--- src/design/mem_ctl_pkg.sv ---
/* Memory controller package
 * Shared bus types, store size codes, data address map and FSM states
 */
package mem_ctl_pkg;

    // ============================================================
    // Bus types
    // ============================================================
    typedef logic [31:0] addr_t;
    typedef logic [31:0] word_t;
    typedef logic [7:0]  byte_t;

    // funct3 of the store instruction
    typedef logic [2:0]  store_size_t;

    // ============================================================
    // Store size codes
    // ============================================================
    localparam store_size_t size_byte = 3'd0;
    localparam store_size_t size_half = 3'd1;
    localparam store_size_t size_word = 3'd2;

    // ============================================================
    // Data address map
    // ============================================================
    localparam addr_t data_base      = 32'h0000_2000;
    localparam addr_t uart_base      = 32'h0000_4000;
    localparam addr_t uart_limit     = 32'h0000_4100;
    localparam addr_t uart_data_addr = 32'h0000_4000;
    localparam addr_t uart_ctrl_addr = 32'h0000_4004;

    // Decoded destination of a data access
    typedef enum logic [1:0] {
        tgt_ram,
        tgt_uart,
        tgt_none
    } target_e;

    // Arbiter FSM
    typedef enum logic [1:0] {
        st_idle,
        st_wait,
        st_respond
    } arb_state_e;

endpackage

--- src/design/uart_tx_regs.sv ---
/* UART transmit registers
 * TX data and control registers with a busy status read
 */
module uart_tx_regs (
    input  logic               clk,
    input  logic               rst_n,
    input  mem_ctl_pkg::addr_t acc_addr,
    input  mem_ctl_pkg::word_t acc_wdata,
    input  logic               acc_we,
    input  logic               uart_fire,
    input  logic               uart_tx_busy,
    output logic               uart_tx_en,
    output mem_ctl_pkg::byte_t uart_tx_data,
    output mem_ctl_pkg::word_t uart_rdata
);

    logic wr_data;
    logic wr_ctrl;

    assign wr_data = uart_fire && acc_we && (acc_addr == mem_ctl_pkg::uart_data_addr);
    assign wr_ctrl = uart_fire && acc_we && (acc_addr == mem_ctl_pkg::uart_ctrl_addr);

    // ============================================================
    // Register writes
    // ============================================================
    always_ff @(posedge clk or negedge rst_n) begin
        if (!rst_n) begin
            uart_tx_data <= '0;
            uart_tx_en   <= 1'b0;
        end else begin
            // Enable is a strobe and drops by itself
            uart_tx_en <= 1'b0;
            if (wr_data) begin
                uart_tx_data <= acc_wdata[7:0];
            end
            if (wr_ctrl) begin
                uart_tx_en <= acc_wdata[1];
            end
        end
    end

    // ============================================================
    // Status read
    // ============================================================
    // Busy flag in bit 0, data register is write-only
    always_comb begin
        if (acc_addr == mem_ctl_pkg::uart_ctrl_addr) begin
            uart_rdata = {31'b0, uart_tx_busy};
        end else begin
            uart_rdata = '0;
        end
    end

    a_tx_en_pulse: assert property (@(posedge clk) disable iff (!rst_n)
        uart_tx_en |=> !uart_tx_en);

endmodule

--- config.mk ---
export PLATFORM = sky130hd
export DESIGN_NAME = uart_tx_regs
export DESIGN_NICKNAME = d
export VERILOG_FILES = /design/src/design/mem_ctl_pkg.sv /design/src/design/uart_tx_regs.sv
export SDC_FILE = /design/constraint.sdc
export NUM_CORES = 1
export LEC_CHECK = 0
export ABC_AREA = 0
export BUFFER_PORTS_ARGS = -buffer_cell sky130_fd_sc_hd__buf_2
export CELL_PAD_IN_SITES_DETAIL_PLACEMENT = 0
export CELL_PAD_IN_SITES_GLOBAL_PLACEMENT = 2
export CORE_UTILIZATION = 10
export DETAILED_ROUTE_END_ITERATION = 8
export PLACE_DENSITY_LB_ADDON = 0.25
export SETUP_SLACK_MARGIN = 0.5
export SLEW_MARGIN = 40
export SYNTH_ARGS = -nofsm -noshare
export SYNTH_HDL_FRONTEND = slang
export SYNTH_SLANG_ARGS = --single-unit
--- constraint.sdc ---
create_clock -name clk -period 0.9 [get_ports clk]
set_input_delay 0.045 -clock clk [delete_from_list [all_inputs] [get_ports clk]]
set_output_delay 0.045 -clock clk [all_outputs]
set_load 0.02 [all_outputs]
After elaboration in Yosys (flattened, before gate mapping)
Index checks and enable logic that the tools add are counted.

Add/subtract/negate cells: 0. $mul: 0. Div/mod/pow operators: 0. Magnitude comparators: 0. Equality and inequality tests: 2. Shifts and indexed selects: 0. Multiplexer cells: 2. Bitwise operators: 0. Reductions and logical operators: 3.

Operator list (number): $eq 32x15->1 const B (2); $logic_and 1x1->1 (3); $mux 1 (2).

Register bits after elaboration: 9. Bits in latches: 0. Bits in writable memories: 0. Memory bits (read-only): 0. Bits of input ports: 69. Output and inout port bits: 41. Logic and storage cells: 9. Memories: 0.

Longest topological paths before layout
Depth in word-level cells: 3. Depth in mapped cells: 5.

Worst setup path before layout
OpenSTA, ideal clock, no wires.

Path kind: input to register. Start: input port acc_addr[7]. End: register uart_tx_data[0]. Setup time: 0.125 ns. Data arrival time: 1.350 ns. Path slack: -0.575 ns. Cell stages on the path: 5. Buffers on the path: 1. Cell sequence: or4_1 > nor3_2 > and4bb_1 > buf_6 > mux2_2.

Cells in the longest elaborated chain, start to end: 2.

RTL lines: start, declared (RTL line uart_tx_regs.sv:7) `input mem_ctl_pkg::addr_t acc_addr,`; $eq 32x15->1 (RTL line uart_tx_regs.sv:20) `assign wr_data = uart_fire && acc_we && (acc_addr == mem_ctl_pkg::uart_data_addr);`; $logic_and 1x1->1 (RTL line uart_tx_regs.sv:20); end signal, assigned (RTL line uart_tx_regs.sv:34) `uart_tx_data <= acc_wdata[7:0];`; end, declared (RTL line uart_tx_regs.sv:13) `output mem_ctl_pkg::byte_t uart_tx_data,`.

Every way passes these cells. A chain may end at the register's enable or synchronous reset.

Worst setup path after layout
Start: input port acc_addr[7]. End: register uart_tx_data[5].

Same word-level chain as after synthesis.

==> summary.md <==
| Metric | Value |
|---|---|
| Status | finished with violations |
| Failing checks | DRC, setup timing |
| Max Cap Viol | 0 |
| Synth unique cells | 16 |
| Clock network fraction of total power | 41.0% |
| Htree depth | 1 |
| CTS root buf | clkbuf_8 |
| Synth Warn # | 0 |
| Placed Cells | 202 |
| Iteration-0 DRC Markers | 35 |
| Initial Util | around a tenth |
| Post-DR wirelength/cell | 8.766 um |
| Seq cells post-synth | 9 |
| Buf/Inv on CP | 2 |
| Crit-path most repeated cell | buf_6 |
| Synthesized instance count | 69 |
| Nets | 202 |
| CTS clk-pin slew, worst paths | approximately 40 ps |
| Die area | 7128 um^2 |
| Sw Ratio | 28.43% |
| Sink Count | 9 |
| Area grow syn2layout | 70.72% |
| Hpwl dp | 1632 um |
| Ys flop type | dfrtp_1 |
| Critical path data arrival time | 1540 ps |
| Top-area cell type share of the netlist area | 34.25% |
| Worst vdd ir | about 0.27 mV |
| Int Power | 0.7985 mW |
| Synth area leader | buf_4 |
| Switching pwr | 0.3172 mW |
| P_leak | about 0.62 nW |
| Die boundary height | 84.43 um |
| # setup viols final | 10 |
| Routed vias | 630 |
| Logic pwr share | a little under a quarter |
| Final hold vios | 0 |
| Final setup margin | -526.7 ps |
| Dominant cells by area after synthesis | buf_4 (34%), dfrtp_1 (33%), mux2_2 (13%), nor4_1 (5.5%), and4bb_1 (1.8%) |
| CTS tree | done |
| CP Data Required Time | 1010 ps |
| Unrepaired setup endpoints after global routing | true |
| Critical-path cell list | buf_6 -> or4_4 -> nor3_4 -> and4bb_1 -> buf_6 -> mux2_2 |
| Antenna diodes | 0 |
| EDFF count, synth | 0 |
| CP max FO | 8 |
| Simple-Gate Fraction of Synth Area | 16.57% |
| Largest family of logic cells by synthesized area | buffers and inverters |
| Pre-antenna DRT Iters | 8 |
| Filler cell count | 742 |
| CP Capture Type | register |
| Multi-input gate area | 381.6 um^2 |
| Antenna violations before repair | 0 |
| Critical path class | in2reg |
| Max-slew violations | 0 |
| I/O pins | between 100 and 150 |
| Pwr dens | 961.9 nW/um^2 |
| Min-delay worst type | in2reg |
| Final Instance Count excl. Fillers | 209 |
| Rows | 29 |
| Reg power frac | between 30% and 40% |
| Synth Area in Compound Gates | 0% |
| Async SR Flop Fraction | 100.0% |
| Fmax | 700.9 MHz |
| Clk buf depth | 2 |
| Reg area | 225.2 um^2 |
| Cts bufs inserted | 3 |
| Clock skew | 0 ps |
| Global-route wire length before repair | between 2000 and 3000 um |
| Core Box Area | 6459 um^2 |
| Min cycle time layout | 1427 ps |
| Synth Area in Adders | 0% |
| Dpl ws | -781.3 ps |
| Mapped cell area | 679.4 um^2 |
| # DRC | 5 |
| Antenna Nets Post-Route | 0 |
| Die X-Extent | 84.43 um |
| Startpoint Class | input pin |
| Via density | 3.014 |
| Layout cells sized above 1 | 59.09% |
| Buffers on Ports | 54 |
| CP peak stage delay | 530 ps |
| Final RePlAce weighted congestion | 0.7632 |
| Max stage delay cell, worst path | or4_4 |
| Crit share post-route | 158.5% |
| GRT Overall Usage | 4.861% |
| Seq/Total Area, Yosys | 33.15% |
| GRT overflow | 0 |
| Average instance area after synthesis | 9.846 um^2 |
| Skew-Pair Late Insertion Delay | 230 ps |
| XOR/XNOR Fraction of Synth Area | 0% |
| Mux cell area share after synthesis | 13.26% |
| Crit-path leading delay family | simple AND/OR/NAND/NOR gates |
| WL final | 1832 um |
| Number of global-route vias before repair | 632 |
| Largest net degree at the start of global routing | 10 |
-- through the flow --
step	power [mW]	util (%)	hold WS, ps	instance area (um^2)	TNS [ps]
2_1_floorplan	0.6419	-	-250.6	810.8	-4952
3_3_place_gp	0.6432	14.92	-97.62	963.4	-7032
3_5_place_dp	0.6450	14.92	-91.55	963.4	-7264
4_1_cts	1.136	17.53	37.33	1132	-4937
5_1_grt	1.173	17.96	41.12	1160	-5389
6_report	1.116	17.96	45.88	1160	-4872
-- worst paths after layout --
kind	start	end	slack, ps	depth (start not counted)
min in group asynchronous	rst_n	uart_tx_data[0]$_DFFE_PN0P_	210	2
worst min register to register	uart_tx_data[0]$_DFFE_PN0P_	uart_tx_data[0]$_DFFE_PN0P_	530	1
worst max register to register	uart_tx_data[7]$_DFFE_PN0P_	uart_tx_data[7]$_DFFE_PN0P_	130	1
worst max-delay path	acc_addr[7]	uart_tx_data[5]$_DFFE_PN0P_	-530	6
max in group asynchronous	rst_n	uart_tx_data[6]$_DFFE_PN0P_	550	2
worst min-delay path	acc_wdata[0]	uart_tx_data[0]$_DFFE_PN0P_	50	2
-- layer usage --
metal | track usage, % | vias to the layer above | routed length [um]
met5 | 0 | - | 0
met4 | 3.236 | 0 | 21
met3 | 0.8850 | 4 | 175
met2 | 9.240 | 42 | 1038
met1 | 4.813 | 285 | 598
li1 | - | 299 | -
-- timing repair --
| item | in CTS | in global routing |
|---|---|---|
| hold endpoints to repair | 9 | 0 |
| hold buffers | 1 | 0 |
| pin swaps | 2 | 1 |
| buffers inserted | 2 | 0 |
| cloned | 0 | 0 |
| setup endpoints to repair | 19 | 28 |
| resized for setup | 28 | 5 |
-- flip-flops by register name, summed over array words and instances, names as in the netlist --
signal,count
uart_tx_en,1
uart_tx_data,8
-- cell type report --
class                      instances  area share, %
timing repair buffer              61          35.17
multi-input combinational         57          32.90
sequential                         9          19.42
tap                               77          8.306
clock buffer                       4          3.884
inverter                           1         0.3236
-- cell usage in the layout, fill, tap and decap left out --
master,n
nor3_4,1
buf_6,14
and4bb_1,1
nor3_1,1
mux2_4,2
dfrtp_1,9
nor4_2,1
nor4b_2,1
nor4_1,3
nand2_1,1
mux2_2,6
clkbuf_1,1
nand2_2,1
nand4_1,1
buf_4,3
conb_1,31
buf_2,42
clkbuf_8,3
or4_4,1
clkbuf_4,1
nor2_1,2
inv_1,1
nor4_4,2
dlygate4sd3_1,1
nand3_1,2
-- power groups by stage --
stage	combinational, mW	clock, mW	sequential, mW
CTS	0.244	0.486	0.406
finish	0.252	0.458	0.406
detailed placement	0.233	0	0.412
floorplan	0.230	0	0.412
global placement	0.231	0	0.412
global route	0.273	0.495	0.406
-- kinds of logic after synthesis --
logic type	after synthesis
buffers and inverters	33
and+or+nand+nor	18
DFF	9
muxes	8
other	1
-- cell usage after synthesis (2+ instances only) --
cell	n
buf_4	31
dfrtp_1	9
mux2_2	8
nand2_1	2
nand3_1	2
nor2_1	2
nor4_1	6
(Power assumes the default switching activity.)
