==> src/design/mem_ctl_pkg.sv <==
/* Memory controller package
 * Shared bus types, store size codes, data address map and FSM states
 */
package mem_ctl_pkg;

    // ============================================================
    // Bus types
    // ============================================================
    typedef logic [31:0] addr_t;
    typedef logic [31:0] word_t;
    typedef logic [7:0]  byte_t;

    // funct3 of the store instruction
    typedef logic [2:0]  store_size_t;

    // ============================================================
    // Store size codes
    // ============================================================
    localparam store_size_t size_byte = 3'd0;
    localparam store_size_t size_half = 3'd1;
    localparam store_size_t size_word = 3'd2;

    // ============================================================
    // Data address map
    // ============================================================
    localparam addr_t data_base      = 32'h0000_2000;
    localparam addr_t uart_base      = 32'h0000_4000;
    localparam addr_t uart_limit     = 32'h0000_4100;
    localparam addr_t uart_data_addr = 32'h0000_4000;
    localparam addr_t uart_ctrl_addr = 32'h0000_4004;

    // Decoded destination of a data access
    typedef enum logic [1:0] {
        tgt_ram,
        tgt_uart,
        tgt_none
    } target_e;

    // Arbiter FSM
    typedef enum logic [1:0] {
        st_idle,
        st_wait,
        st_respond
    } arb_state_e;

endpackage

==> src/design/access_arbiter.sv <==
/* Access arbiter
 * Takes one request at a time with data over fetch priority, decodes the
 * data address and counts the access delay before firing the target
 */
module access_arbiter #(
    parameter int unsigned instr_fetch_delay = 3,
    parameter int unsigned data_access_delay = 2,
    parameter int unsigned ram_bytes         = 16384
) (
    input  logic                     clk,
    input  logic                     rst_n,
    input  logic                     instr_req,
    input  mem_ctl_pkg::addr_t       instr_addr,
    input  mem_ctl_pkg::addr_t       mem_addr,
    input  mem_ctl_pkg::word_t       mem_wdata,
    input  mem_ctl_pkg::store_size_t mem_wflag,
    input  logic                     mem_we,
    input  logic                     mem_re,
    output mem_ctl_pkg::addr_t       acc_addr,
    output mem_ctl_pkg::word_t       acc_wdata,
    output mem_ctl_pkg::store_size_t acc_size,
    output logic                     acc_we,
    output logic                     ram_fire,
    output logic                     uart_fire,
    output logic                     resp_valid,
    output logic                     resp_is_instr,
    output logic                     resp_we,
    output mem_ctl_pkg::target_e     resp_target
);

    localparam int unsigned max_delay = (instr_fetch_delay > data_access_delay) ?
                                        instr_fetch_delay : data_access_delay;
    // Counter only ever holds delay minus one
    localparam int cnt_w = (max_delay > 1) ? $clog2(max_delay) : 1;
    localparam mem_ctl_pkg::addr_t ram_limit = mem_ctl_pkg::addr_t'(ram_bytes);

    mem_ctl_pkg::arb_state_e state_q;
    mem_ctl_pkg::target_e    target_q;
    mem_ctl_pkg::target_e    data_target;
    logic [cnt_w-1:0]        cnt_q;
    logic                    is_instr_q;
    logic                    data_req;
    logic                    done;

    assign data_req = mem_we || mem_re;

    // ============================================================
    // Data address decode
    // ============================================================
    always_comb begin
        if (mem_addr >= mem_ctl_pkg::uart_base && mem_addr < mem_ctl_pkg::uart_limit) begin
            data_target = mem_ctl_pkg::tgt_uart;
        end else if (mem_addr >= mem_ctl_pkg::data_base && mem_addr < ram_limit) begin
            data_target = mem_ctl_pkg::tgt_ram;
        end else begin
            data_target = mem_ctl_pkg::tgt_none;
        end
    end

    // ============================================================
    // Arbiter FSM and delay counter
    // ============================================================
    always_ff @(posedge clk or negedge rst_n) begin
        if (!rst_n) begin
            state_q    <= mem_ctl_pkg::st_idle;
            cnt_q      <= '0;
            target_q   <= mem_ctl_pkg::tgt_none;
            is_instr_q <= 1'b0;
            acc_we     <= 1'b0;
        end else begin
            case (state_q)
                mem_ctl_pkg::st_idle: begin
                    if (data_req) begin
                        target_q   <= data_target;
                        is_instr_q <= 1'b0;
                        acc_we     <= mem_we;
                        cnt_q      <= cnt_w'(data_access_delay - 1);
                        state_q    <= mem_ctl_pkg::st_wait;
                    end else if (instr_req) begin
                        // Fetches may hit any RAM address
                        target_q   <= mem_ctl_pkg::tgt_ram;
                        is_instr_q <= 1'b1;
                        acc_we     <= 1'b0;
                        cnt_q      <= cnt_w'(instr_fetch_delay - 1);
                        state_q    <= mem_ctl_pkg::st_wait;
                    end
                end
                mem_ctl_pkg::st_wait: begin
                    if (cnt_q == '0) begin
                        state_q <= mem_ctl_pkg::st_respond;
                    end else begin
                        cnt_q <= cnt_q - 1'b1;
                    end
                end
                mem_ctl_pkg::st_respond: begin
                    state_q <= mem_ctl_pkg::st_idle;
                end
                default: state_q <= mem_ctl_pkg::st_idle;
            endcase
        end
    end

    // Latched request payload
    always_ff @(posedge clk) begin
        if (state_q == mem_ctl_pkg::st_idle) begin
            if (data_req) begin
                acc_addr  <= mem_addr;
                acc_wdata <= mem_wdata;
                acc_size  <= mem_wflag;
            end else if (instr_req) begin
                acc_addr  <= instr_addr;
                acc_wdata <= '0;
                acc_size  <= mem_ctl_pkg::size_word;
            end
        end
    end

    // Completion strobes, all in the last wait cycle
    assign done          = (state_q == mem_ctl_pkg::st_wait) && (cnt_q == '0);
    assign resp_valid    = done;
    assign ram_fire      = done && (target_q == mem_ctl_pkg::tgt_ram);
    assign uart_fire     = done && (target_q == mem_ctl_pkg::tgt_uart);
    assign resp_is_instr = is_instr_q;
    assign resp_we       = acc_we;
    assign resp_target   = target_q;

    a_cnt_range: assert property (@(posedge clk) disable iff (!rst_n)
        int'(cnt_q) < int'(max_delay));

    // Latched target and latched address must agree
    a_uart_fire_addr: assert property (@(posedge clk) disable iff (!rst_n)
        uart_fire |-> (acc_addr >= mem_ctl_pkg::uart_base && acc_addr < mem_ctl_pkg::uart_limit));

endmodule

==> config.mk <==
export PLATFORM = sky130hd
export DESIGN_NAME = access_arbiter
export DESIGN_NICKNAME = d
export VERILOG_FILES = /design/src/design/mem_ctl_pkg.sv /design/src/design/access_arbiter.sv
export SDC_FILE = /design/constraint.sdc
export NUM_CORES = 1
export LEC_CHECK = 0
export BUFFER_PORTS_ARGS = -buffer_cell sky130_fd_sc_hd__clkbuf_2
export CORE_MARGIN = 5
export CORE_UTILIZATION = 30
export CTS_CLUSTER_SIZE = 12
export DETAILED_ROUTE_END_ITERATION = 7
export REMOVE_ABC_BUFFERS = 1
export SKIP_CTS_REPAIR_TIMING = 1
export SLEW_MARGIN = 10
export SYNTH_ARGS = -nofsm -noshare
export SYNTH_HDL_FRONTEND = slang
export SYNTH_SLANG_ARGS = --single-unit
==> constraint.sdc <==
create_clock -name clk -period 2.8 [get_ports clk]
set_input_delay 0.56 -clock clk [delete_from_list [all_inputs] [get_ports clk]]
set_output_delay 0.56 -clock clk [all_outputs]
set_load 0.02 [all_outputs]
* Word-level counts from Yosys, hierarchy flattened
Index checks and enable logic that the tools add are counted.
Word-level totals: input bits 104, flip-flop bits (word level) 75, logic and storage cells 54, output and inout port bits 75
Cells by class: equal/unequal tests 5, magnitude comparators 4, reduce and logical (&&, ||, !) cells 14, multiplexer cells 22, add/sub/neg operators 1
Operators by type and width (count):
- $mux W32 | 4
- $lt A32 B15 Y1 const B | 2
- $ge A32 B14 Y1 const B | 1
- $ge A32 B15 Y1 const B | 1
- $mux W2 | 10
- $pmux W2 S2 | 2
- $logic_not A2 Y1 | 3
- $mux W3 | 2
- $logic_and A1 B1 Y1 | 5
- $eq A2 B1 Y1 const B | 2
- $mux W1 | 4
- $ne A2 B2 Y1 const B | 2
- $reduce_and A2 Y1 | 2
- $reduce_bool A2 Y1 | 2
- $ne A3 B3 Y1 const B | 1
- $reduce_and A3 Y1 | 1
- $sub A2 B1 Y2 const B | 1
- $logic_or A1 B1 Y1 | 1

* Longest topological paths before layout
word-level depth 5, gate-level depth with buffers 6, depth with buffers taken out 6

* Least setup slack after synthesis
Ideal clock, no wire load.
path type input to register, start point in mem_re, end point reg acc_addr[0] (enable), data arrival time 2106 ps, slack 272 ps, required time 2378 ps, path buffers 0, library setup time 422 ps, stages 3, cells stage by stage or2_1 -> o21ai_2 -> inv_1
On the way: cells in the longest elaborated chain, start to end 3
Ends and longest elaborated chain:
- start: declaration | line access_arbiter.sv:18 | input logic mem_re,
- $logic_or A1 B1 Y1 | line access_arbiter.sv:45 | assign data_req = mem_we || mem_re;
- $reduce_bool A2 Y1 (no line)
- $reduce_and A2 Y1 (no line)
- end signal: assignment | line access_arbiter.sv:107 | acc_addr <= mem_addr;
- end signal: assignment | line access_arbiter.sv:111 | acc_addr <= instr_addr;
- end: declaration | line access_arbiter.sv:19 | output mem_ctl_pkg::addr_t acc_addr,
Every way passes these cells. A chain may end at the register's enable or synchronous reset.

* Worst setup path after layout
start point reg cnt_q[0], end point out uart_fire
On the way: cells in the longest elaborated chain, start to end 3
Ends and longest elaborated chain:
- start: declaration | line access_arbiter.sv:40 | logic [cnt_w-1:0] cnt_q;
- start signal: assignment | line access_arbiter.sv:77 | cnt_q <= cnt_w'(data_access_delay - 1);
- start signal: assignment | line access_arbiter.sv:84 | cnt_q <= cnt_w'(instr_fetch_delay - 1);
- start signal: assignment | line access_arbiter.sv:92 | cnt_q <= cnt_q - 1'b1;
- $logic_not A2 Y1 | line access_arbiter.sv:119 | assign done = (state_q == mem_ctl_pkg::st_wait) && (cnt_q == '0);
- $logic_and A1 B1 Y1 | line access_arbiter.sv:119
- $logic_and A1 B1 Y1 | line access_arbiter.sv:122 | assign uart_fire = done && (target_q == mem_ctl_pkg::tgt_uart);
- end: declaration | line access_arbiter.sv:24 | output logic uart_fire,
Every way passes these cells.

==> impl_metrics.toml <==
[outcome]
status = "completed"

[layout]
syn_to_final_growth_pct = 41.3
drive_above_1_share_pct = 60.4
fin_util_pct = 43.0
nets = 484
antenna_cells = 0
final_cell_count_no_fill = 520

[floorplanning]
num_rows = 37
die-area_um2 = 12500
die_h_um = 112
start_util_pct = 30.4
fp.dieW_um = 112
fp.coreArea_um2 = 10200
ioPinCount = 179

[worst_setup_path]
endpoint_kind = "output port"
cpLargestDelayFamily = "flip-flops"
crit_buf_inv = 2
crit_path_start = "cnt_q[0]$_DFFE_PN0P_"
path_class = "reg2out"
crit_path_cell_trace = "inv_1 -> ha_1 -> nand3b_1 -> nor3b_1 -> clkbuf_2"
timing.rr.start = "state_q[0]$_DFFE_PN0P_"
worstPathRequired_ns = 2.24
slowest_delay_ns = 0.42
cp_max_fo = 5
critPathLaunchType = "flip-flop"
cpMaxStageDelayCell = "dfrtp_1"
arrival_ns = 1.71

[synth]
synth_most_common_cell = "edfxtp_1"
synth_cell_types = 35
synth-compound-area-share_pct = 3.42
async_reset_ff_share_pct = 10.7
ys_warn_count = 0
netlist_instances = 195
synth_fa_ha_area_share_pct = 0.402
yosysTopAreaCell = "edfxtp_1"
syn-mean-instance-area_um2 = 16.0
synthSimpleGateAreaFrac_pct = 11.3
synth_top_cell_area_share_pct = 64.7
synth_edf_count = 67
ys_ff_latch = 75
yosys-top-cells-area = "edfxtp_1 65%, mux2_2 10%, and2_1 6.8%"
synth_commonest_cells = "67 x edfxtp_1, 34 x and2_1, 28 x mux2_2, 7 x dfrtp_1, 7 x inv_1"
syn_area_um2 = 3110
ys_seq_area_share_pct = 71.1
ys.flop_type = "edfxtp_1"
synth_top_family_by_area = "multiplexers"
muxShareOfSynthArea_pct = 11.6
synthXorXnorAreaFrac_pct = 0

[timing]
fin_crit_ns = 2.27
hold_viol = 0
post-route-period-util_pct = 81.1
hold_ws_ns = 0.0518
rsz0062_at_grt = "no"
slew_violations = 0
tightest_slew_ns = 0.464
slew_headroom_pct = 68.8
fmax_mhz = 440
finClkSkew_ns = 0.00434
setup_viol = 0
tns_ns = 0

[routing]
drc = 0
routed_wl_um = 7770
antenna_left = 0
first_pass_iters = 4
drt_iter0_markers = 69
wl_per_cell_um = 15.0
vias_per_cell = 4.31
num_vias = 2242

[place]
post-place-cells = 504
dpl.hpwl_um = 6100
place.gp.congestion = 0.720
port_buffers = 178

[pwr]
p_per_area_nw_per_um2 = 887
finalPower_w = 0.00390
cellInternalPower_w = 0.00256
power_frac_comb_pct = 32.0
switching_power_w = 0.00134
p_leak_nw = 1.93
ir_drop_uv = 441
power_frac_clock_pct = 22.4
p_seq_share_pct = 45.6
switching_share_pct = 34.3

[run]
cap_violations = 0

[global_route]
grt_pass1_vias = 2335
grt_first_pass_wirelength_um = 12000
grt.overflow.total = 0
antenna_found_initial = 0
grt_max_degree = 39
grt.total_usage_pct = 12.4

[min_path]
hold_path_class = "in2async"

[cts]
clock_latency_ns = 0.34
cts.clk_slew.worst_paths_ns = 0.08
cts_made_buffers = 9
clk_path_buf_depth = 2
cts-root-buf = "clkbuf_8"
clock-sinks = 75
tritoncts = "yes"
htree_levels = 3
==> area by class of cell <==
| class | instances | area, µm² |
|---|---|---|
| clock buffers | 9 | 124 |
| clock inverters | 7 | 82.6 |
| fillers | 981 | 5830 |
| inverters | 7 | 26.3 |
| multi-input cells | 104 | 835 |
| flip-flops and latches | 75 | 2210 |
| well taps | 136 | 170 |
| repair buffers | 182 | 946 |
==> stage by stage <==
stage	worst slack, ns	cell area, µm²
3_3_place_gp	0.866	4190
5_1_grt	0.426	4400
3_5_place_dp	0.857	4190
2_1_floorplan	-0.174	3070
6_report	0.529	4400
4_1_cts	0.490	4400
==> logic make-up after synthesis <==
| logic type | after synthesis |
|---|---|
| simple gates | 58 |
| buf+inv | 16 |
| flops | 75 |
| mux | 32 |
| compound gates | 13 |
| fa+ha+maj | 1 |
==> placed cells by master (no fill, tap or decap), types with 3 or more instances in the layout <==
cell      Yosys  layout
clkbuf_8      0       9
nor3_1        4       4
inv_1         7       6
nor2_1        5       5
edfxtp_1     67      67
clkbuf_2      0     178
mux2_1        4       4
and2_1       34      34
mux2_2       28      28
clkinv_2      0       3
dfrtp_1       7       7
nand2_1       3       3
nor4_1        4       4
==> path summary, 6_finish.rpt <==
check | endpoint | slack [ns] | depth (start not counted)
max in group asynchronous | resp_target[1]$_DFFE_PN1P_ | 2.50 | 1
min in group clk | acc_size[1]$_SDFFCE_PP1P_ | 0.49 | 2
setup reg to reg | acc_wdata[31]$_SDFFCE_PP0P_ | 1.07 | 4
hold / removal | resp_is_instr$_DFFE_PN0P_ | 0.05 | 1
hold reg to reg | resp_is_instr$_DFFE_PN0P_ | 0.51 | 1
setup / recovery | uart_fire | 0.53 | 5
==> metal layers <==
metal  wire, µm  global-route usage [%]
met1       3060                    14.4
met2       4060                    21.4
met3        558                    4.02
met4         98                    4.62
met5          0                       0
==> power groups by stage <==
stage               logic [W]  clock network (W)  registers [W]
global route          0.00134           0.000958        0.00182
detailed placement    0.00127                  0        0.00181
floorplan            0.000378                  0        0.00218
finish                0.00125           0.000874        0.00178
global placement      0.00125                  0        0.00180
CTS                   0.00127           0.000903        0.00179
==> registers in the layout (all words and copies together) (netlist names) <==
| register | cells |
|---|---|
| acc_addr | 32 |
| acc_size | 3 |
| resp_target | 2 |
| state_q | 2 |
| resp_is_instr | 1 |
| acc_we | 1 |
| acc_wdata | 32 |
| cnt_q | 2 |
Power figures use the tool's default switching activity.
