`config.mk`:
```
export PLATFORM = sky130hd
export DESIGN_NAME = response_stage
export DESIGN_NICKNAME = d
export VERILOG_FILES = /design/src/design/mem_ctl_pkg.sv /design/src/design/response_stage.sv
export SDC_FILE = /design/constraint.sdc
export NUM_CORES = 1
export LEC_CHECK = 0
export BUFFER_PORTS_ARGS = -buffer_cell sky130_fd_sc_hd__buf_2
export CORE_MARGIN = 2
export CORE_UTILIZATION = 50
export CTS_CLUSTER_SIZE = 10
export DETAILED_ROUTE_END_ITERATION = 12
export MAX_ROUTING_LAYER = met4
export PLACE_DENSITY_LB_ADDON = 0.25
export SLEW_MARGIN = 20
export SYNTH_ARGS = -nofsm -noshare
export SYNTH_HDL_FRONTEND = slang
export SYNTH_SLANG_ARGS = --single-unit
export TNS_END_PERCENT = 50
```
`constraint.sdc`:
```
create_clock -name clk -period 1.25 [get_ports clk]
set_input_delay 0.25 -clock clk [delete_from_list [all_inputs] [get_ports clk]]
set_output_delay 0.25 -clock clk [all_outputs]
set_load 0.01 [all_outputs]
```
`src/design/mem_ctl_pkg.sv`:
```
/* Memory controller package
 * Shared bus types, store size codes, data address map and FSM states
 */
package mem_ctl_pkg;

    // ============================================================
    // Bus types
    // ============================================================
    typedef logic [31:0] addr_t;
    typedef logic [31:0] word_t;
    typedef logic [7:0]  byte_t;

    // funct3 of the store instruction
    typedef logic [2:0]  store_size_t;

    // ============================================================
    // Store size codes
    // ============================================================
    localparam store_size_t size_byte = 3'd0;
    localparam store_size_t size_half = 3'd1;
    localparam store_size_t size_word = 3'd2;

    // ============================================================
    // Data address map
    // ============================================================
    localparam addr_t data_base      = 32'h0000_2000;
    localparam addr_t uart_base      = 32'h0000_4000;
    localparam addr_t uart_limit     = 32'h0000_4100;
    localparam addr_t uart_data_addr = 32'h0000_4000;
    localparam addr_t uart_ctrl_addr = 32'h0000_4004;

    // Decoded destination of a data access
    typedef enum logic [1:0] {
        tgt_ram,
        tgt_uart,
        tgt_none
    } target_e;

    // Arbiter FSM
    typedef enum logic [1:0] {
        st_idle,
        st_wait,
        st_respond
    } arb_state_e;

endpackage

```
`src/design/response_stage.sv`:
```
/* Response stage
 * Registers read data and returns one-cycle ready pulses to the core
 */
module response_stage (
    input  logic                 clk,
    input  logic                 rst_n,
    input  logic                 resp_valid,
    input  logic                 resp_is_instr,
    input  logic                 resp_we,
    input  mem_ctl_pkg::target_e resp_target,
    input  mem_ctl_pkg::word_t   ram_rdata,
    input  mem_ctl_pkg::word_t   uart_rdata,
    output mem_ctl_pkg::word_t   instr_data,
    output logic                 instr_ready,
    output mem_ctl_pkg::word_t   mem_rdata,
    output logic                 mem_ready
);

    always_ff @(posedge clk or negedge rst_n) begin
        if (!rst_n) begin
            instr_data  <= '0;
            instr_ready <= 1'b0;
            mem_rdata   <= '0;
            mem_ready   <= 1'b0;
        end else begin
            instr_ready <= 1'b0;
            mem_ready   <= 1'b0;
            if (resp_valid) begin
                if (resp_is_instr) begin
                    instr_data  <= ram_rdata;
                    instr_ready <= 1'b1;
                end else begin
                    mem_ready <= 1'b1;
                    // Stores keep the last read value
                    if (!resp_we) begin
                        case (resp_target)
                            mem_ctl_pkg::tgt_ram:  mem_rdata <= ram_rdata;
                            mem_ctl_pkg::tgt_uart: mem_rdata <= uart_rdata;
                            default:               mem_rdata <= '0;
                        endcase
                    end
                end
            end
        end
    end

    // Ready is a one-cycle pulse per access
    a_ready_pulse: assert property (@(posedge clk) disable iff (!rst_n)
        (instr_ready || mem_ready) |=> !(instr_ready || mem_ready));

endmodule

```
; ---- Word-level counts from Yosys, hierarchy flattened
; Cells that the tools add are included.
[op_classes]
n_reduce_logical = 3
n_eq_ne = 1
muxes = 5
n_bitwise = 2
[ops]
columns = op, count
row1 = case mux 32 bit (2 select lines), 1
row2 = 2-to-1 mux 1 bit, 4
row3 = AND reduction 3 bit, 1
row4 = "equality test 2 x 1 -> 1 bit, second input constant", 1
row5 = logical NOT 2 bit, 1
row6 = NOT 1 bit, 2
row7 = AND reduction 2 bit, 1
[totals]
out_inout_bits = 66
inputBits = 71
register_bits = 66
wordCells = 15

; ---- Longest topological paths before layout
; Gate-level depths: netlist (run 1).
[depth]
ltp_word = 2
mapped_depth = 4
ltp_nobuf = 2

; ---- Worst setup path after synthesis (run 1)
; OpenSTA, ideal clock, no wires.
[synth_path]
kind = input -> register
startpoint = input port resp_target[1]
endpoint = register mem_rdata[0]
t_arrival_ns = 1.145
setup_ns = 0.075
path_slack_ns = 0.030
n_path_buf = 2
path_stages = 4
t_required_ns = 1.175
path_cell_list = or4b_1 > buf_2 > buf_6 > o2bb2ai_2
[synth_via]
elab_chain_cells = 2
elab_cells_between_ends = 3
cone_classes = 1 x eq/ne / 1 x mux / 1 x reduce/logical
[synth_lines]
columns = element, line_no
row1 = from (decl), response_stage.sv:10  ; input mem_ctl_pkg::target_e resp_target,
row2 = equality test 2 x 1 -> 1 bit or logical NOT 2 bit (tied branches), response_stage.sv:36  ; case (resp_target)
row3 = case mux 32 bit (2 select lines) (*), response_stage.sv:36
row4 = to (signal assigned), response_stage.sv:37  ; mem_ctl_pkg::tgt_ram: mem_rdata <= ram_rdata;
row5 = to (signal assigned), response_stage.sv:38  ; mem_ctl_pkg::tgt_uart: mem_rdata <= uart_rdata;
row6 = to (decl), response_stage.sv:15  ; output mem_ctl_pkg::word_t mem_rdata,
; Every way passes the cells marked *; elsewhere a longest branch is shown, timed or not.
; A chain may end at the register's enable or synchronous reset.

; ---- Worst setup path after layout (run 1)
[layout_path]
startpoint = input port resp_target[1]
endpoint = register mem_rdata[6]
; The elaborated chain is that of the path after synthesis.

==> impl_results.md, run 1 <==
* Gate Count Post-Synth at 182
* Grt met2 use at 33.1%
* H-tree levels at 3
* Largest family of logic cells by synthesized area: multiplexers
* CP peak stage delay at 0.72 ns
* Number of global-route vias before repair at 2,095
* Sw power at 1.49 mW
* Post-Syn Nets at 253
* Ranking of synthesized cells by area: dfrtp_1, o2bb2ai_2, mux2_2, mux2i_1, buf_2
* # rows at 27
* Post-route DRC violation count at 0
* Post-DRT Antenna Nets at 0
* Peak supply drop at 0.840 mV
* Final worst path period need at 1.20 ns
* Setup-failing EPs final at 0
* Post-synth top cells: dfrtp_1, mux2_2, mux2i_1
* Clock tree root driver cell: clkbuf_8
* WP data arrival at 1.45 ns
* Total power at 5.46 mW
* Max Cap Viol at 0
* Fill count at 396
* Placed Cells at 385
* Status: complete, no violations
* # diodes at 0
* CTS Buf Count at 9
* Share of Yosys cell area claimed by the top area cell type at 56.5%
* Post-Synth Simple-Gate Area at 0.984%
* Register area share after synthesis at 56.5%
* CTS tree: yes
* Number of synthesized flops with an enable pin at 0
* Critical path startpoint category: input port
* XOR/XNOR Fraction of Synth Area at 0%
* Hold slack at 0.161 ns
* Final core utilization at 71.0%
* Compound-Gate Fraction of Synth Area at 16.0%
* Clk slew on worst S/H paths at 0.07 ns
* Clock sink total at 66
* Switch share at 27.3%
* Synth Flop Type: dfrtp_1
* #FFs+latches synth at 66
* Syn. warnings at 0
* Slew Limit Fails at 0
* Routed wire length at 6.46 mm
* Mux cell area share after synthesis at 23.3%
* Worst path cell trace: buf_2, or4b_2, buf_12, o2bb2ai_2
* Clk_lat worst skew at 0.33 ns
* Fin crit share at 95.9%
* Layout Nets at 396
* Core area at 0.00557 sq mm
* Fin cells at 402
* Worst R2R Setup Slack at 0.48 ns
* Largest net degree at the start of global routing at 34
* GRT Resource Usage Total at 21.5%
* Final worst setup slack at 0.0512 ns
* Dpl ws at -0.305 ns
* Power Internal at 3.97 mW
* Synth async-reset ratio at 100%
* Initial core utilization at 52.5%
* CP max-delay cell: or4b_2
* Comb pwr share at 22.3%
* Routing usage on met1 at 27.5%
* Hold Vio Cnt, Final at 0
* CTS max path bufs at 2
* Total leakage power at 2.00 nW
* Rel. slew slack at 73.4%
* Antenna violations before repair at 0
* Worst-margin pin slew at 0.399 ns
* Ratio of cells with drive above 1 in the final layout at 67.9%
* Die area at 0.00648 sq mm
* WL/cell at 16.1 um
* DIE WIDTH at 80.5 um
* Synth Cell Area at 0.00292 sq mm
* Most congested layer reported by global routing: met2
* Post-Syn Area per Cell at 16.1 sq um
* Sequential Power Share at 47.7%
* Most frequent cell after synthesis: dfrtp_1
* First-pass GRT wire length at 10.2 mm
* Crit Path Max Fanout at 32
* Post-synthesis cell type with the largest combined area: dfrtp_1
* PwrDens at 1380 mW/mm^2
* I/O pin cnt at 137
* RSZ-0062 raised after global routing: no
* IO Port Bufs at 136
* Overflow after GRT at 0
* Clock skew at 0 ns
* Crit end category: register
* Post-DP HPWL at 4.75 mm
* CP Class: in2reg
* Max Clock Freq at 834 MHz
* Adder-Cell Fraction of Synth Area at 0%
* Via count at 2,085
* Area Overhead vs Synth at 35.4%
* First-pass detailed-route iteration total at 4
* Hold WC Path Type: in2reg
* Vias per cell at 5.19
* Met3 usage at 4.38%
* Global placement routability congestion at 0.768
* Iter 0 DRT Violations at 95
* CP required at 1.50 ns
* Die Y at 80.5 um
* Netlist cell types at 13
* Power share of the clock group at 30.0%
==> metal layers <==
| layer | wire, um | vias to the layer above |
|---|---|---|
| met5 | 0 | - |
| met4 | 104 | 0 |
| met3 | 418 | 9 |
| met2 | 3110 | 86 |
| met1 | 2820 | 1028 |
| li1 | - | 962 |
==> cell families (layout without fill, tap and decap cells) <==
kind of cell           count (synthesis)  count (layout)
AOI/OAI and AO/OA                     32              32
buffers and inverters                 16             164
DFF                                   66              66
muxes                                 64              64
and+or+nand+nor                        4               4
==> through the flow <==
step / instance area (sq um) / TNS, ns
3_3_place_gp: 3770 / -8.04
5_1_grt: 3960 / 0
2_1_floorplan: 2920 / 0
3_5_place_dp: 3770 / -10.03
6_report: 3960 / 0
4_1_cts: 3960 / 0
==> layout by cell type (no fill, tap or decap) <==
master,count
clkbuf_8,12
clkinv_2,2
inv_1,1
nor2b_1,1
clkbuf_1,2
o2bb2ai_2,30
o2bb2ai_1,2
mux2i_1,32
or4b_2,1
buf_12,7
nand2_1,1
or3b_2,1
buf_4,3
mux2_2,32
dlygate4sd3_1,1
dfrtp_1,66
buf_2,136
==> worst max-delay path, delay by kind of cell <==
family,cells,cell delay [ns]
buffers and inverters,2,0.32
AND/OR/NAND/NOR,1,0.72
AO/OA/AOI/OAI,1,0.15
==> what timing repair did <==
| item | in CTS | in global routing |
|---|---|---|
| setup buffers | 0 | 0 |
| endpoints found under the hold margin | 12 | 0 |
| hold buffers | 1 | 0 |
| gates resized for setup | 0 | 0 |
==> power by group through the flow <==
| stage | Combinational [mW] | Clock [mW] | Sequential, mW |
|---|---|---|---|
| after floorplan | 0.490 | 0 | 2.79 |
| after global placement | 1.21 | 0 | 2.64 |
| after detailed placement | 1.24 | 0 | 2.64 |
| after CTS | 1.24 | 1.68 | 2.61 |
| after global routing | 1.31 | 1.76 | 2.64 |
| final | 1.22 | 1.64 | 2.61 |
==> sequential cells by signal, summed over array words and instances (netlist names) <==
signal / cells
instr_data: 32
mem_rdata: 32
instr_ready: 1
mem_ready: 1
==> final timing paths <==
path / startpoint / cells past startpoint / to
min reg2reg: mem_rdata[31] / 1 / mem_rdata[31]
max in group asynchronous: rst_n / 3 / instr_data[22]
min: ram_rdata[0] / 2 / instr_data[0]
min in group asynchronous: rst_n / 2 / instr_data[2]
max reg2reg: instr_data[17] / 1 / instr_data[17]
max: resp_target[1] / 4 / mem_rdata[6]
==> cell type report <==
class / instances / area, sq um / share of cell area, %
clock buffer: 14 / 173 / 4.36
inverter: 1 / 3.75 / 0.0948
sequential: 66 / 1650 / 41.7
multi-input combinational: 100 / 1180 / 29.7
tap: 72 / 90.1 / 2.28
timing repair buffer: 147 / 853 / 21.6
clock inverter: 2 / 10.0 / 0.253
(Power assumes the default switching activity.)
==> run 2, diff against run 1 <==
ABC_AREA = 1   (was default)
CAP_MARGIN = 20   (was default)
==> run 2 against run 1 <==
Against the previous run: synthesized area rose by 1.4%; critical path type is now reg2out; largest power group unchanged; sequential share of layout area about the same; via count increased by 41%; clock skew is the same; largest cell class unchanged; highest routed layer unchanged; wire length grew 24%; worst hold slack worse by 0.068 ns; flip-flop and latch count stayed put.
==> impl_results.md, run 2 <==
* Status: complete, no violations
* Global placement routability congestion at 0.835 (+8.7%)
* WP data arrival at 0.88 ns (-0.57 ns)
* Crit Path Max Fanout at 2 (-94%)
* Clock tree root driver cell: clkbuf_8
* Hold Vio Cnt, Final at 0 (unchanged)
* Antenna violations before repair at 0 (unchanged)
* Setup TNS at 0 ns (unchanged)
* Post-CTS sizing at 0 (unchanged)
* Fill count at 516 (+30%)
* Most frequent cells in the layout: nand2_1, buf_2, dfrtp_1
* Fin crit share at 90.3% (-5.6 points)
* Most frequent cell after synthesis: nand2_1
* I/O pin cnt at 137 (unchanged)
* Iter 0 DRT Violations at 160 (+68%)
* Worst R2R Setup Slack at 0.61 ns (+0.13 ns)
* Synth async-reset ratio at 100% (unchanged)
* Syn. warnings at 0 (unchanged)
* GRT Resource Usage Total at 26.7% (+5.2 points)
* Crit end category: primary output
* Post-synthesis cell type with the largest combined area: dfrtp_1
* CP peak stage delay at 0.40 ns (-0.32 ns)
* First-pass detailed-route iteration total at 4 (unchanged)
* PwrDens at 1430 mW/mm^2 (+3.9%)
* Total leakage power at 2.45 nW (+23%)
* Hold_sp: resp_is_instr
* Largest net degree at the start of global routing at 67 (+97%)
* Worst reg2reg path endpoint: instr_data[20]
* CTS Buf Count at 9 (unchanged)
* Ranking of synthesized cells by area: dfrtp_1, nand2_1, nand3_1, buf_2, buf_4
* Worst path cell trace: buf_2
* Worst Hold Path Cells at 2 (unchanged)
* Overflow after GRT at 0 (unchanged)
* Post-Syn Area per Cell at 7.70 sq um (-52%)
* Ratio of cells with drive above 1 in the final layout at 31.2% (-37 points)
* Clock skew at 0 ns (unchanged)
* Buf/Inv on CP at 1 (-1)
* Mux cell area share after synthesis at 0% (-23 points)
* Post-Syn Nets at 456 (+80%)
* # rows at 28 (+3.7%)
* Routed wire length at 8.03 mm (+24%)
* Die Y at 81.0 um (+0.65%)
* Post-DRT Antenna Nets at 0 (unchanged)
* # diodes at 0 (unchanged)
* Clk slew on worst S/H paths at 0.07 ns (about the same)
* Clk_lat worst skew at 0.33 ns (about the same)
* Core area at 0.00582 sq mm (+4.3%)
* Post-place instance area at 0.00372 sq mm (-1.3%)
* Compound-Gate Fraction of Synth Area at 0% (-16 points)
* Hold slack at 0.0930 ns (-0.0677 ns)
* Share of Yosys cell area claimed by the top area cell type at 55.7% (-0.76 points)
* Final Cell Area at 0.00396 sq mm (about the same)
* Hold WC Path Type: in2reg
* Peak supply drop at 0.859 mV (+2.3%)
* H-tree levels at 3 (unchanged)
* Register area share after synthesis at 55.7% (-0.76 points)
* Rel. slew slack at 63.1% (-10 points)
* Initial core utilization at 51.0% (-1.5 points)
* Number of global-route vias before repair at 2,805 (+34%)
* Slew Limit Fails at 0 (unchanged)
* Die area at 0.00656 sq mm (+1.3%)
* Critical path startpoint category: register
* CP required at 1.00 ns (-0.50 ns)
* CTS tree: yes
* First-pass GRT wire length at 12.8 mm (+26%)
* Final worst path period need at 1.13 ns (-0.0698 ns)
* Number of synthesized flops with an enable pin at 0 (unchanged)
* Vias per cell at 4.91 (-5.4%)
* Post-DP HPWL at 5.75 mm (+21%)
* Delay-heaviest family, CP: flip-flops
* CP max-delay cell: dfrtp_1
* Layout Nets at 591 (+49%)
* CP Class: reg2out
* Largest family of logic cells by synthesized area: simple AND/OR/NAND/NOR gates
* Gate Count Post-Synth at 385 (+110%)
* Post-synth top cells: nand2_1, dfrtp_1, nand3_1
* CTS max path bufs at 2 (unchanged)
* FF-to-FF Start: instr_data[20]
* Via count at 2,945 (+41%)
* Adder-Cell Fraction of Synth Area at 0% (unchanged)
* Netlist cell types at 10 (-3)
* Setup-failing EPs final at 0 (unchanged)
* Hold EP: mem_ready
* Regs by FF count: instr_data: 32 flops, mem_rdata: 32 flops
* Post-Synth Simple-Gate Area at 38.7% (+38 points)
* Clock sink total at 66 (unchanged)
* Post-route DRC violation count at 0 (unchanged)
* DIE WIDTH at 81.0 um (+0.65%)
* WL/cell at 13.4 um (-17%)
* Synth Flop Type: dfrtp_1
* FF-to-FF path depth at 2 (+1)
* Worst-margin pin slew at 0.553 ns (+0.153 ns)
* Commonest non-fill, non-tap cell in the layout: nand2_1
* #FFs+latches synth at 66 (unchanged)
* Area Overhead vs Synth at 33.5%
* Max Clock Freq at 886 MHz (+6.2%)
* IO Port Bufs at 136 (unchanged)
* XOR/XNOR Fraction of Synth Area at 0% (unchanged)
* Max Cap Viol at 0 (unchanged)
* RSZ-0062 raised after global routing: no
* Synth Cell Area at 0.00296 sq mm (+1.4%)
## run 2: cell types whose count changed in the layout (fill, tap and decap cells not counted), moves of 3 or more
cell / change
nand3_1: +32
mux2i_1: -32
inv_2: +3
mux2_2: -32
o2bb2ai_2: -30
nand2_1: +257
## run 2: per-layer routing
metal  vias up  part of all wire, %  global-route usage, %  wire (um)
li1       1443                    -                      -          -
met1      1333                   41                   33.5       3280
met5         -                    0                      -          0
met3        19                  8.7                   4.67        695
met2       150                   48                   41.7       3830
met4         0                  2.9                   13.6        229
## run 2: cell type report
type,instances,area [sq um],share of cell area [%]
sequential,66,1650,41.7
multi-input combinational,293,1150,29.0
timing repair buffer,146,821,20.7
clock buffer,12,155,3.92
tap,75,93.8,2.37
clock inverter,4,73.8,1.87
inverter,4,15.0,0.379
## run 2: power by group
group | leakage, nW | total (mW) | internal [mW] | switching (mW)
Sequential | 0.843 | 2.55 | 2.41 | 0.145
Combinational | 1.49 | 1.09 | 0.455 | 0.635
Clock | 0.117 | 2.03 | 1.23 | 0.800
## run 2: what timing repair did
action,CTS,global route
buffers inserted,0,0
hold buffers,1,0
hold endpoints to repair,66,0
## run 2: cell families after synthesis
group / Yosys count
AND/OR/NAND/NOR: 293
flip-flops: 66
buffers and inverters: 26
## run 2: worst max-delay path by stage
stage	start	to	slack (ns)	depth (start not counted)
floorplan	resp_target[0]	mem_rdata[10]	0.38	7
global placement	resp_valid	instr_data[22]	0.15	5
detailed placement	resp_is_instr	instr_data[6]	0.13	5
CTS	mem_rdata[27]	mem_rdata[27]	0.10	1
global route	mem_rdata[23]	mem_rdata[23]	0.09	1
finish	mem_rdata[27]	mem_rdata[27]	0.12	1
## run 2: per-stage QoR
stage	utilization, %	setup slack (ns)	power, mW	cells
2_1_floorplan	-	0.384	3.11	385
3_3_place_gp	63.9	0.152	3.65	583
3_5_place_dp	63.9	0.127	3.69	583
4_1_cts	68.1	0.104	5.73	600
5_1_grt	68.1	0.0877	5.95	600
6_report	68.1	0.121	5.68	600
==> run 3, diff against run 2 <==
SETUP_SLACK_MARGIN = 0.2   (was default)
==> run 3 against run 2 <==
Against the previous run: combinational power up 20%; flip-flop and latch count unchanged; register-to-register slack worse by 0.23 ns; clock-buffer cell count unchanged.
==> impl_results.md, run 3 (synthesis gave the netlist of run 2 again) <==
* Routed wire length at 8.49 mm (+5.7%)
* WL/cell at 13.5 um (+0.98%)
* Clock skew at 0 ns (unchanged)
* # diodes at 0 (unchanged)
* Final Cell Area at 0.00421 sq mm (+6.4%)
* Antenna violations before repair at 0 (unchanged)
* Post-place instance area at 0.00372 sq mm (unchanged)
* # rows at 28 (unchanged)
* Final core utilization at 72.4% (+4.4 points)
* Final worst path period need at 1.13 ns (-0.0000660 ns)
* CP required at 1.00 ns (about the same)
* Crit end category: primary output
* Die area at 0.00656 sq mm (unchanged)
* Die Y at 81.0 um (unchanged)
* PwrDens at 1400 mW/mm^2 (-2.2%)
* Setup TNS at 0 ns (unchanged)
* GRT Resource Usage Total at 27.2% (+0.57 points)
* Most frequent cells in the layout: nand2_1, buf_2, dfrtp_1
* Hold slack at 0.0887 ns (-0.00434 ns)
* Status: complete, no violations
* CP Class: reg2out
* Max Clock Freq at 886 MHz (about the same)
* Vias per cell at 4.91 (about the same)
* CTS max path bufs at 2 (unchanged)
* RSZ-0062 raised after global routing: yes
* Ratio of cells with drive above 1 in the final layout at 34.7% (+3.5 points)
* Via count at 3,082 (+4.7%)
* Peak supply drop at 0.879 mV (+2.3%)
* Post-DRT Antenna Nets at 0 (unchanged)
* First-pass detailed-route iteration total at 5 (+1)
* Number of global-route vias before repair at 2,850 (+1.6%)
* CP max-delay cell: dfrtp_1
* Largest net degree at the start of global routing at 67 (unchanged)
* CP peak stage delay at 0.40 ns (about the same)
* Setup-failing EPs final at 0 (unchanged)
* Worst R2R Setup Slack at 0.38 ns (-0.23 ns)
* Commonest non-fill, non-tap cell in the layout: nand2_1
* CTS tree: yes
* Total power at 5.91 mW (+4.1%)
* Max Cap Viol at 0 (unchanged)
* Fin crit share at 90.3% (about the same)
* Global placement routability congestion at 0.835 (unchanged)
* I/O pin cnt at 137 (unchanged)
* Clock tree root driver cell: clkbuf_8
* Fin cells at 628 (+4.7%)
* DIE WIDTH at 81.0 um (unchanged)
* Worst path cell trace: buf_2
* Hold WC Path Type: in2reg
* H-tree levels at 3 (unchanged)
* Overflow after GRT at 0 (unchanged)
* Rel. slew slack at 63.1% (about the same)
* WP data arrival at 0.88 ns (about the same)
* Placed Cells at 583 (unchanged)
* Iter 0 DRT Violations at 203 (+27%)
* Total leakage power at 2.60 nW (+6.2%)
* Clk slew on worst S/H paths at 0.07 ns (about the same)
* Fill count at 485 (-6.0%)
* Clk_lat worst skew at 0.33 ns (about the same)
* CTS Buf Count at 9 (unchanged)
* Layout Nets at 619 (+4.7%)
* Regs by FF count: instr_data: 32 flops, mem_rdata: 32 flops
* Clock sink total at 66 (unchanged)
* Slew Limit Fails at 0 (unchanged)
* Crit Path Max Fanout at 2 (unchanged)
* Initial core utilization at 51.0% (unchanged)
* Core area at 0.00582 sq mm (unchanged)
* IO Port Bufs at 136 (unchanged)
* Post-route DRC violation count at 0 (unchanged)
* Critical path startpoint category: register
* Area Overhead vs Synth at 42.1%
* Hold Vio Cnt, Final at 0 (unchanged)
* Final worst setup slack at 0.121 ns (+0.0000660 ns)
* Dpl ws at 0.127 ns (unchanged)
* Post-DP HPWL at 5.75 mm (unchanged)
* Delay-heaviest family, CP: flip-flops
* Buf/Inv on CP at 1 (unchanged)
* Worst-margin pin slew at 0.553 ns (-0.000185 ns)
* First-pass GRT wire length at 13.0 mm (+1.9%)
[run 3: layer usage]
metal  part of all wire [%]  GRT usage, %
met1                     41          34.1
met2                     48          43.1
met3                    8.1          4.56
met4                    2.4          13.4
met5                      0             -
[run 3: area by class of cell]
type / count / area [sq um] / share of cell area, %
Multi-Input combinational cell: 293 / 1150 / 27.2
Tap cell: 75 / 93.8 / 2.23
Timing Repair Buffer: 174 / 1070 / 25.5
Inverter: 4 / 15.0 / 0.357
Sequential cell: 66 / 1650 / 39.2
Clock inverter: 4 / 73.8 / 1.75
Clock buffer: 12 / 155 / 3.68
[run 3: path summary, 6_finish.rpt]
| check | from | endpoint | cells after the start |
|---|---|---|---|
| setup / recovery | mem_rdata[27] | mem_rdata[27] | 1 |
| hold / removal | resp_is_instr | mem_ready | 2 |
| setup reg to reg | instr_data[20] | instr_data[20] | 4 |
| hold reg to reg | mem_rdata[11] | mem_rdata[11] | 2 |
| max in group asynchronous | rst_n | mem_rdata[19] | 3 |
| min in group asynchronous | rst_n | instr_data[10] | 3 |
[run 3: report_power, final]
group          switching, mW  leakage [nW]  internal [mW]  total, mW
Combinational          0.680          1.64          0.625       1.31
Sequential             0.150         0.843           2.41       2.56
Clock                  0.812         0.117           1.23       2.05
[run 3: timing repair]
item / CTS / global route
setup buffers: 14 / 14
hold endpoints to repair: 66 / 0
endpoints found under the setup margin: 66 / 66
gates resized for setup: 3 / 5
hold buffers: 1 / 0
